$ cat src/host_settings.svh
// ********************
// Widths and counts shared by the host domain package and RTL.
// Include this header wherever one of the macros is needed.
// ********************

`ifndef HOST_SETTINGS_SVH
`define HOST_SETTINGS_SVH

// APB byte address width
`define HOST_APB_AW 12

// APB data width, also the memory address width
`define HOST_APB_DW 32

// Four LLC events plus the cluster DMA event
`define HOST_NUM_EVENTS 5

// Flops in front of the DMA event edge detector
`define HOST_SYNC_STAGES 2

`endif

$ cat src/host_pkg.sv
// ********************
// Types for the host domain: APB request and response, cache
// window, event strobes, counters and the register map.
// Modules take it with a wildcard import in their header.
// ********************

`include "host_settings.svh"

package host_pkg;

  typedef struct packed {
    logic                    psel;
    logic                    penable;
    logic                    pwrite;
    logic [`HOST_APB_AW-1:0] paddr;
    logic [`HOST_APB_DW-1:0] pwdata;
  } apb_req_t;

  typedef struct packed {
    logic [`HOST_APB_DW-1:0] prdata;
    logic                    pready;
    logic                    pslverr;
  } apb_rsp_t;

  // Cacheable region, end address exclusive
  typedef struct packed {
    logic [`HOST_APB_DW-1:0] cache_start;
    logic [`HOST_APB_DW-1:0] cache_end;
  } llc_window_t;

  typedef struct packed {
    logic read_hit;
    logic read_miss;
    logic write_hit;
    logic write_miss;
  } llc_events_t;

  typedef logic [`HOST_NUM_EVENTS-1:0] event_vec_t;

  typedef logic [31:0] counter_t;

  // Bit positions inside event_vec_t
  localparam int unsigned EV_RD_HIT  = 0;
  localparam int unsigned EV_RD_MISS = 1;
  localparam int unsigned EV_WR_HIT  = 2;
  localparam int unsigned EV_WR_MISS = 3;
  localparam int unsigned EV_DMA     = 4;

  typedef enum logic [`HOST_APB_AW-1:0] {
    REG_CACHE_START = 12'h000,
    REG_CACHE_END   = 12'h004,
    REG_DOORBELL    = 12'h008,
    REG_CNT_RD_HIT  = 12'h010,
    REG_CNT_RD_MISS = 12'h014,
    REG_CNT_WR_HIT  = 12'h018,
    REG_CNT_WR_MISS = 12'h01C,
    REG_CNT_DMA     = 12'h020
  } reg_offset_e;

endpackage

$ cat src/host_apb_regs.sv
// ********************
// APB register slave of the host domain. Every transfer takes one
// wait state. Holds the LLC window and the doorbell, reads back the
// event counters and clears a counter when its offset is written.
// ********************

`timescale 1ns/1ns

`include "host_settings.svh"

module host_apb_regs
  import host_pkg::*;
(
  input  logic                              clk_i,
  input  logic                              reset_i,
  input  apb_req_t                          apb_req_i,
  input  counter_t [`HOST_NUM_EVENTS-1:0]   counts_i,
  output apb_rsp_t                          apb_rsp_o,
  output llc_window_t                       window_o,
  output event_vec_t                        cnt_clear_o,
  output logic                              doorbell_irq_o
);

  logic                    access_first;
  logic                    wr_done;
  logic                    addr_hit;
  logic [`HOST_APB_DW-1:0] rdata;
  event_vec_t              clr_sel;

  logic                    pready_q;
  logic                    pslverr_q;
  logic [`HOST_APB_DW-1:0] prdata_q;
  llc_window_t             window_q;
  logic                    doorbell_q;

  // First access cycle samples the request, the second completes it
  assign access_first = apb_req_i.psel && apb_req_i.penable && !pready_q;
  assign wr_done      = apb_req_i.psel && apb_req_i.penable && apb_req_i.pwrite && pready_q;

  always_comb begin
    addr_hit = 1'b1;
    rdata    = '0;
    clr_sel  = '0;
    case (apb_req_i.paddr)
      REG_CACHE_START: rdata = window_q.cache_start;
      REG_CACHE_END:   rdata = window_q.cache_end;
      REG_DOORBELL:    rdata = {{(`HOST_APB_DW-1){1'b0}}, doorbell_q};
      REG_CNT_RD_HIT: begin
        rdata              = counts_i[EV_RD_HIT];
        clr_sel[EV_RD_HIT] = 1'b1;
      end
      REG_CNT_RD_MISS: begin
        rdata               = counts_i[EV_RD_MISS];
        clr_sel[EV_RD_MISS] = 1'b1;
      end
      REG_CNT_WR_HIT: begin
        rdata              = counts_i[EV_WR_HIT];
        clr_sel[EV_WR_HIT] = 1'b1;
      end
      REG_CNT_WR_MISS: begin
        rdata               = counts_i[EV_WR_MISS];
        clr_sel[EV_WR_MISS] = 1'b1;
      end
      REG_CNT_DMA: begin
        rdata           = counts_i[EV_DMA];
        clr_sel[EV_DMA] = 1'b1;
      end
      default: addr_hit = 1'b0;
    endcase
  end

  always_ff @(posedge clk_i) begin
    if (reset_i) begin
      pready_q  <= 1'b0;
      pslverr_q <= 1'b0;
    end else begin
      pready_q  <= access_first;
      pslverr_q <= access_first && !addr_hit;
    end
  end

  // Only meaningful while pready is high
  always_ff @(posedge clk_i) begin
    if (access_first) begin
      prdata_q <= apb_req_i.pwrite ? '0 : rdata;
    end
  end

  always_ff @(posedge clk_i) begin
    if (reset_i) begin
      window_q   <= '0;
      doorbell_q <= 1'b0;
    end else if (wr_done) begin
      case (apb_req_i.paddr)
        REG_CACHE_START: window_q.cache_start <= apb_req_i.pwdata;
        REG_CACHE_END:   window_q.cache_end   <= apb_req_i.pwdata;
        REG_DOORBELL:    doorbell_q           <= apb_req_i.pwdata[0];
        default: ;
      endcase
    end
  end

  // One-cycle clear, the cycle the write completes
  assign cnt_clear_o = wr_done ? clr_sel : '0;

  assign apb_rsp_o.prdata  = prdata_q;
  assign apb_rsp_o.pready  = pready_q;
  assign apb_rsp_o.pslverr = pslverr_q;
  assign window_o          = window_q;
  assign doorbell_irq_o    = doorbell_q;

  // Master must keep the access phase up across the wait state
  assert property (@(posedge clk_i) disable iff (reset_i)
    $rose(pready_q) |-> apb_req_i.psel && apb_req_i.penable)
    else $error("pready raised outside an APB access phase");

endmodule

$ cat src/llc_access_monitor.sv
// ********************
// Watches the memory access stream and raises one cache event per
// access inside the programmed window. Events are registered, so a
// strobe appears the cycle after the access was sampled.
// ********************

`timescale 1ns/1ns

`include "host_settings.svh"

module llc_access_monitor
  import host_pkg::*;
(
  input  logic                    clk_i,
  input  logic                    reset_i,
  input  llc_window_t             window_i,
  input  logic                    mem_valid_i,
  input  logic                    mem_write_i,
  input  logic                    mem_hit_i,
  input  logic [`HOST_APB_DW-1:0] mem_addr_i,
  output llc_events_t             events_o
);

  logic        in_window;
  llc_events_t events_d;
  llc_events_t events_q;

  // Start inclusive, end exclusive
  assign in_window = mem_valid_i &&
                     (mem_addr_i >= window_i.cache_start) &&
                     (mem_addr_i < window_i.cache_end);

  always_comb begin
    events_d            = '0;
    events_d.read_hit   = in_window && !mem_write_i && mem_hit_i;
    events_d.read_miss  = in_window && !mem_write_i && !mem_hit_i;
    events_d.write_hit  = in_window && mem_write_i && mem_hit_i;
    events_d.write_miss = in_window && mem_write_i && !mem_hit_i;
  end

  always_ff @(posedge clk_i) begin
    if (reset_i) begin
      events_q <= '0;
    end else begin
      events_q <= events_d;
    end
  end

  assign events_o = events_q;

  // At most one event per cycle
  assert property (@(posedge clk_i) disable iff (reset_i)
    $onehot0(events_o))
    else $error("LLC monitor raised more than one event");

endmodule

$ cat src/event_counter_bank.sv
// ********************
// Bank of free-running event counters, one per event strobe.
// A clear in the same cycle as an increment wins, counts wrap.
// ********************

`timescale 1ns/1ns

`include "host_settings.svh"

module event_counter_bank
  import host_pkg::*;
#(
  parameter int unsigned NUM_EVENTS = `HOST_NUM_EVENTS
) (
  input  logic                       clk_i,
  input  logic                       reset_i,
  input  event_vec_t                 events_i,
  input  event_vec_t                 clear_i,
  output counter_t [NUM_EVENTS-1:0]  counts_o
);

  counter_t [NUM_EVENTS-1:0] count_q;

  // Event and clear vectors are indexed up to NUM_EVENTS
  if (NUM_EVENTS != $bits(event_vec_t)) begin : g_width_check
    $error("NUM_EVENTS does not match the event vector width");
  end

  for (genvar i = 0; i < NUM_EVENTS; i++) begin : g_cnt
    always_ff @(posedge clk_i) begin
      if (reset_i) begin
        count_q[i] <= '0;
      end else if (clear_i[i]) begin
        count_q[i] <= '0;
      end else if (events_i[i]) begin
        count_q[i] <= count_q[i] + 1'b1;
      end
    end
  end

  assign counts_o = count_q;

endmodule

$ cat src/dma_evt_edge_rx.sv
// ********************
// Receiver for the cluster DMA event. The cluster toggles a level
// once per event. It is synchronized and returned as the ack, and
// each toggle yields one single-cycle pulse a cycle later.
// ********************

`timescale 1ns/1ns

`include "host_settings.svh"

module dma_evt_edge_rx (
  input  logic clk_i,
  input  logic reset_i,
  input  logic valid_i,
  output logic valid_o,
  output logic ack_o
);

  localparam int unsigned SYNC_MSB = `HOST_SYNC_STAGES - 1;

  logic [SYNC_MSB:0] sync_q;
  logic              last_q;
  logic              pulse_q;

  always_ff @(posedge clk_i) begin
    if (reset_i) begin
      sync_q  <= '0;
      last_q  <= 1'b0;
      pulse_q <= 1'b0;
    end else begin
      sync_q  <= {sync_q[SYNC_MSB-1:0], valid_i};
      last_q  <= sync_q[SYNC_MSB];
      // Toggle seen between the last two synchronized samples
      pulse_q <= sync_q[SYNC_MSB] ^ last_q;
    end
  end

  assign ack_o   = sync_q[SYNC_MSB];
  assign valid_o = pulse_q;

  // A pulse needs an ack transition in the cycle before it
  assert property (@(posedge clk_i) disable iff (reset_i)
    valid_o |-> ($past(ack_o) != $past(ack_o, 2)))
    else $error("DMA event pulse without an ack toggle");

endmodule

$ cat src/host_domain.sv
// ********************
// Top of the host domain. Connects the APB register slave, the LLC
// access monitor, the DMA event receiver and the counter bank.
// Software programs the window and reads the counts over APB.
// ********************

`timescale 1ns/1ns

`include "host_settings.svh"

module host_domain
  import host_pkg::*;
(
  input  logic                    clk_i,
  input  logic                    reset_i,
  input  apb_req_t                apb_req_i,
  input  logic                    mem_valid_i,
  input  logic                    mem_write_i,
  input  logic                    mem_hit_i,
  input  logic [`HOST_APB_DW-1:0] mem_addr_i,
  input  logic                    dma_evt_valid_i,
  output apb_rsp_t                apb_rsp_o,
  output logic                    dma_evt_ack_o,
  output logic                    doorbell_irq_o
);

  llc_window_t                      llc_window;
  llc_events_t                      llc_events;
  logic                             dma_evt;
  event_vec_t                       events;
  event_vec_t                       cnt_clear;
  counter_t [`HOST_NUM_EVENTS-1:0]  counts;

  host_apb_regs i_apb_regs (
    .clk_i          ( clk_i          ),
    .reset_i        ( reset_i        ),
    .apb_req_i      ( apb_req_i      ),
    .counts_i       ( counts         ),
    .apb_rsp_o      ( apb_rsp_o      ),
    .window_o       ( llc_window     ),
    .cnt_clear_o    ( cnt_clear      ),
    .doorbell_irq_o ( doorbell_irq_o )
  );

  llc_access_monitor i_llc_monitor (
    .clk_i       ( clk_i       ),
    .reset_i     ( reset_i     ),
    .window_i    ( llc_window  ),
    .mem_valid_i ( mem_valid_i ),
    .mem_write_i ( mem_write_i ),
    .mem_hit_i   ( mem_hit_i   ),
    .mem_addr_i  ( mem_addr_i  ),
    .events_o    ( llc_events  )
  );

  dma_evt_edge_rx i_dma_evt_rx (
    .clk_i   ( clk_i           ),
    .reset_i ( reset_i         ),
    .valid_i ( dma_evt_valid_i ),
    .valid_o ( dma_evt         ),
    .ack_o   ( dma_evt_ack_o   )
  );

  // DMA on top, LLC events from bit 0 upward
  assign events = {dma_evt, llc_events.write_miss, llc_events.write_hit,
                   llc_events.read_miss, llc_events.read_hit};

  event_counter_bank #(
    .NUM_EVENTS ( `HOST_NUM_EVENTS )
  ) i_counters (
    .clk_i    ( clk_i     ),
    .reset_i  ( reset_i   ),
    .events_i ( events    ),
    .clear_i  ( cnt_clear ),
    .counts_o ( counts    )
  );

endmodule

$ cat config.mk
export PLATFORM = sky130hd
export DESIGN_NAME = host_domain
export DESIGN_NICKNAME = d
export VERILOG_FILES = /design/src/host_pkg.sv /design/src/host_apb_regs.sv /design/src/llc_access_monitor.sv /design/src/event_counter_bank.sv /design/src/dma_evt_edge_rx.sv /design/src/host_domain.sv
export VERILOG_INCLUDE_DIRS = /design/src
export SDC_FILE = /design/constraint.sdc
export NUM_CORES = 1
export LEC_CHECK = 0
export BUFFER_PORTS_ARGS = -buffer_cell sky130_fd_sc_hd__buf_2
export CAP_MARGIN = 20
export CORE_UTILIZATION = 55
export DETAILED_ROUTE_END_ITERATION = 12
export GPL_TIMING_DRIVEN = 0
export PLACE_DENSITY = 0.83
export SLEW_MARGIN = 10
export SYNTH_ARGS = -nofsm -noshare
export SYNTH_HDL_FRONTEND = slang
export SYNTH_HIERARCHICAL = 1
export SYNTH_SLANG_ARGS = --single-unit
$ cat constraint.sdc
create_clock -name clk_i -period 4.7 [get_ports clk_i]
set_input_delay 0.235 -clock clk_i [delete_from_list [all_inputs] [get_ports clk_i]]
set_output_delay 0.235 -clock clk_i [all_outputs]
set_load 0.02 [all_outputs]
==> metrics.txt <==
result of the run=finished, final reports clean; initial antenna violation count=0; fraction of layout cells with a size suffix above 1=14.6%; Yosys top cell by area=dfxtp_1; Synth Area per Inst=approximately 8.7 µm²; die outline height=about 170 µm; vias post-DR=15100; list of cells traversed by the critical path=and4_1, and3_1, buf_2, buf_2, nand3_1, nor2_1, or2_2, clkbuf_1, buf_1, nor2_1; worst slew pin tran=about 810 ps; CP Max Fanout=10; pins over their slew limit=0; Final Wtd Congestion=0.959; final cell area excluding filler cells=around 0.018 mm²; data required time at the worst endpoint=5110 ps; number of filler instances in the final layout=about 2200; cell count after placement=about 2200; CTS tree=built; count of TritonRoute iterations in the first routing pass=7; Max-Slew Margin vs Limit=between 40% and 50%; final setup vio count=0; Clock Pin Slew Worst Setup and Hold Paths=~60 ps; DRT iter0 DRCs=around 1500; final hold violation count=0; Starting Density=around 56%; async set-reset flop share out of synthesis=0%; count of boundary I/O pins=121; Worst VDD drop=approximately 0.23 mV; Endpoint, Worst Hold=i_apb_regs/pready_q$_SDFF_PP0_; placement row count=60; layout overhead on the synthesized area=15.6%; family with the most delay on the worst path=buffers and inverters; wire length per cell=around 20 µm; detailed placement HPWL=between 30 and 40 mm; upper clock frequency limit=slightly above 300 MHz; type of the worst setup path=flip-flop to flip-flop; root cell of the clock tree=clkbuf_16; unique cell type count in the Yosys netlist=70; GRT Util Overall=between 30% and 40%; pwr/cell area=~280 mW/mm²; number of nets with antenna violations after routing=0; Reg area=roughly 0.0057 mm²; CTS-repair resized insts=0; FF+latch count, synth=around 270; standard cell area after detailed placement=0.0164 mm²; post-route total power=4.95 mW; CTS H-tree lvls=1; post-synth top area share=a little under a third; FF-to-FF setup slack=about 1400 ps; number of buffer cells added on primary ports=approximately 120; DRC violations left=0; NumNets Final=2090; Critical Path AT=approximately 3700 ps; final hold slack=between 20 and 30 ps; Ant. Diodes=0; part of the Yosys area used for sequential elements=37.1%; later-pin clock latency in the skew report=approximately 550 ps; clk sink count=267; CP Capture Type=flip-flop; aggregate global routing overflow=0; post-synthesis cell area=0.0153 mm²; ranking of synthesized cells by area=dfxtp_1 (31%), edfxtp_1 (6.3%), a21oi_1 (6.0%), ha_1 (5.6%), nand3_1 (3.8%); DIE WIDTH=between 150 and 200 µm; area of the multi-input gates=around 0.0087 mm²; syn_nets=between 1500 and 2000; final cycle utilization of the critical path=between 70% and 80%; MaxCap Viol Count=0; unrepaired setup endpoints after global routing=false; maximum clock skew at final layout=10.7 ps; FF-to-FF End=i_counters/counts_o[0]$_SDFFE_PP0P_; Synth Instances=between 1500 and 2000; final critical delay including setup and external delays=3310 ps; largest stage delay on the critical path=560 ps; vias in the first global route=approximately 14000; Core Region=between 0.02 and 0.03 mm²; die outline area=0.0284 mm²; Non-Filler Instances=~2300; CP startpoint kind=flip-flop; via density per instance=6.49; main flop type after synthesis=dfxtp_1; R2R Path Start=i_apb_regs/pready_q$_SDFF_PP0_; wire length of the first global-routing pass=between 70 and 80 mm; setup TNS=0 ps; largest net degree at the start of global routing=29; worst hold path depth=3; Post-synth EDFFs=32; total routed wirelength=47.7 mm; count of buffer and inverter cells on the critical path=4; Lkg Pwr=5.72 nW; clock buffer count from CTS=29; number of buffers on the longest clock path=3; length in cells of the worst reg-to-reg path=10; Min-Delay Path Class=input pin to flip-flop; yosys synthesis warning count=6; worst hold path startpoint=apb_req_i[45]; critical-path cell with the highest stage delay=buf_1
## Yosys cell counts (all sizes together), types with 2 or more instances
cell type,instances
a32oi,31
a2111oi,32
o211ai,2
nor4b,2
and2,11
dfxtp,235
nand3,117
o41ai,2
nor3,20
nand4,60
o21a,5
o21ai,108
ha,68
a211oi,4
or2,8
edfxtp,32
a22oi,29
clkbuf,72
nor2b,5
a21o,5
xor2,25
nand2b,2
mux2i,47
and3,14
o2bb2ai,32
or3,46
mux2,28
nor2,80
nand2,86
xnor2,25
nor4,20
o311ai,4
a21oi,183
buf,59
and4,23
o31ai,53
inv,87
a41o,4
or4,65
a31oi,5
## worst max-delay path by stage
stage                                    from                              endpoint  slack [ps]  cells past startpoint
2_1_floorplan                   apb_req_i[33]   i_counters/counts_o[0]$_SDFFE_PP0P_        2430                     10
3_3_place_gp                    apb_req_i[33]  i_counters/counts_o[27]$_SDFFE_PP0P_        1450                     11
3_5_place_dp                    apb_req_i[33]  i_counters/counts_o[23]$_SDFFE_PP0P_        1430                     11
4_1_cts        i_apb_regs/pready_q$_SDFF_PP0_  i_counters/counts_o[27]$_SDFFE_PP0P_        1470                     10
5_1_grt        i_apb_regs/pready_q$_SDFF_PP0_  i_counters/counts_o[27]$_SDFFE_PP0P_        1260                     10
6_report       i_apb_regs/pready_q$_SDFF_PP0_   i_counters/counts_o[0]$_SDFFE_PP0P_        1390                     10
## placed cells by master, fill, tap and decap left out, types with 11 or more instances in the layout
cell,instances
a22oi_1,29
dlygate4sd3_1,36
edfxtp_1,32
ha_1,68
xnor2_1,25
a32oi_1,31
or3_1,46
o2bb2ai_1,32
buf_2,150
nor3_1,19
mux2i_1,47
o21ai_1,30
o21ai_0,77
buf_1,14
and3_1,14
a21oi_1,183
nor2_1,78
nor4_1,17
nand4_1,57
o31ai_1,53
and2_1,11
dfxtp_1,235
or4_1,65
and4_1,23
xor2_1,25
a2111oi_2,27
mux2_2,28
buf_4,11
inv_1,87
nand2_1,86
clkbuf_16,29
clkbuf_1,81
nand3_1,116
## worst register-to-register path, cell delays in order (launching register included)
cell and delay (ps):
dfxtp_1 400, and4_1 290, and3_1 170, buf_2 260, buf_2 320, nand3_1 150
nor2_1 330, or2_2 170, clkbuf_1 390, buf_1 560, nor2_1 120
## through the flow
| step | worst slack [ps] | utilization [%] |
|---|---|---|
| floorplan | 2430 | - |
| global placement | 1450 | 60.3 |
| detailed placement | 1430 | 60.4 |
| CTS | 1470 | 65.2 |
| global route | 1260 | 65.2 |
| finish | 1390 | 65.2 |
## cell families after synthesis
| kind of cell | count (synthesis) | share of synthesized area [%] |
|---|---|---|
| xor gates and xnor gates | 50 | 2.87 |
| DFF | 267 | 37.1 |
| buffers and inverters | 218 | 6.03 |
| AOI/OAI and AO/OA | 506 | 22.3 |
| adders and majority gates | 68 | 5.57 |
| muxes | 76 | 5.29 |
| and+or+nand+nor | 565 | 20.9 |
## sequential cells by signal, indices dropped and copies added, names as in the netlist
name,count
i_counters/counts_o,160
i_apb_regs/window_o,64
i_apb_regs/prdata_q,32
i_llc_monitor/events_o,4
i_dma_evt_rx/sync_q,2
i_apb_regs/doorbell_irq_o,1
i_apb_regs/pready_q,1
i_apb_regs/pslverr_q,1
i_dma_evt_rx/last_q,1
i_dma_evt_rx/valid_o,1
## where the power goes
group / internal, mW / switching (mW) / total [mW]
registers: 2.32 / 0.00667 / 2.32
clock network: 1.35 / 0.934 / 2.28
logic: 0.123 / 0.217 / 0.340
total: 3.79 / 1.16 / 4.95
## layout make-up
type	instances	area share (%)
tap	372	2.63
inverter	87	1.85
clock buffer	45	4.84
timing repair buffer	156	5.52
buffer	131	3.36
sequential	267	32.1
multi-input combinational	1265	49.2
clock inverter	7	0.482
## layer usage
layer  track usage, %  vias to the layer above  wire length (µm)
met5                0                        -                 0
met4             14.5                        0              2020
met3             4.84                      141              4210
met2             55.7                      818             22600
met1             41.2                     7113             18800
li1                 -                     7043                 -
## repair_timing
action,CTS,global route
endpoints found under the setup margin,0,0
hold buffers,36,0
endpoints found under the hold margin,70,0
setup buffers,0,0
No activity file was read; power rests on OpenSTA's default activity.
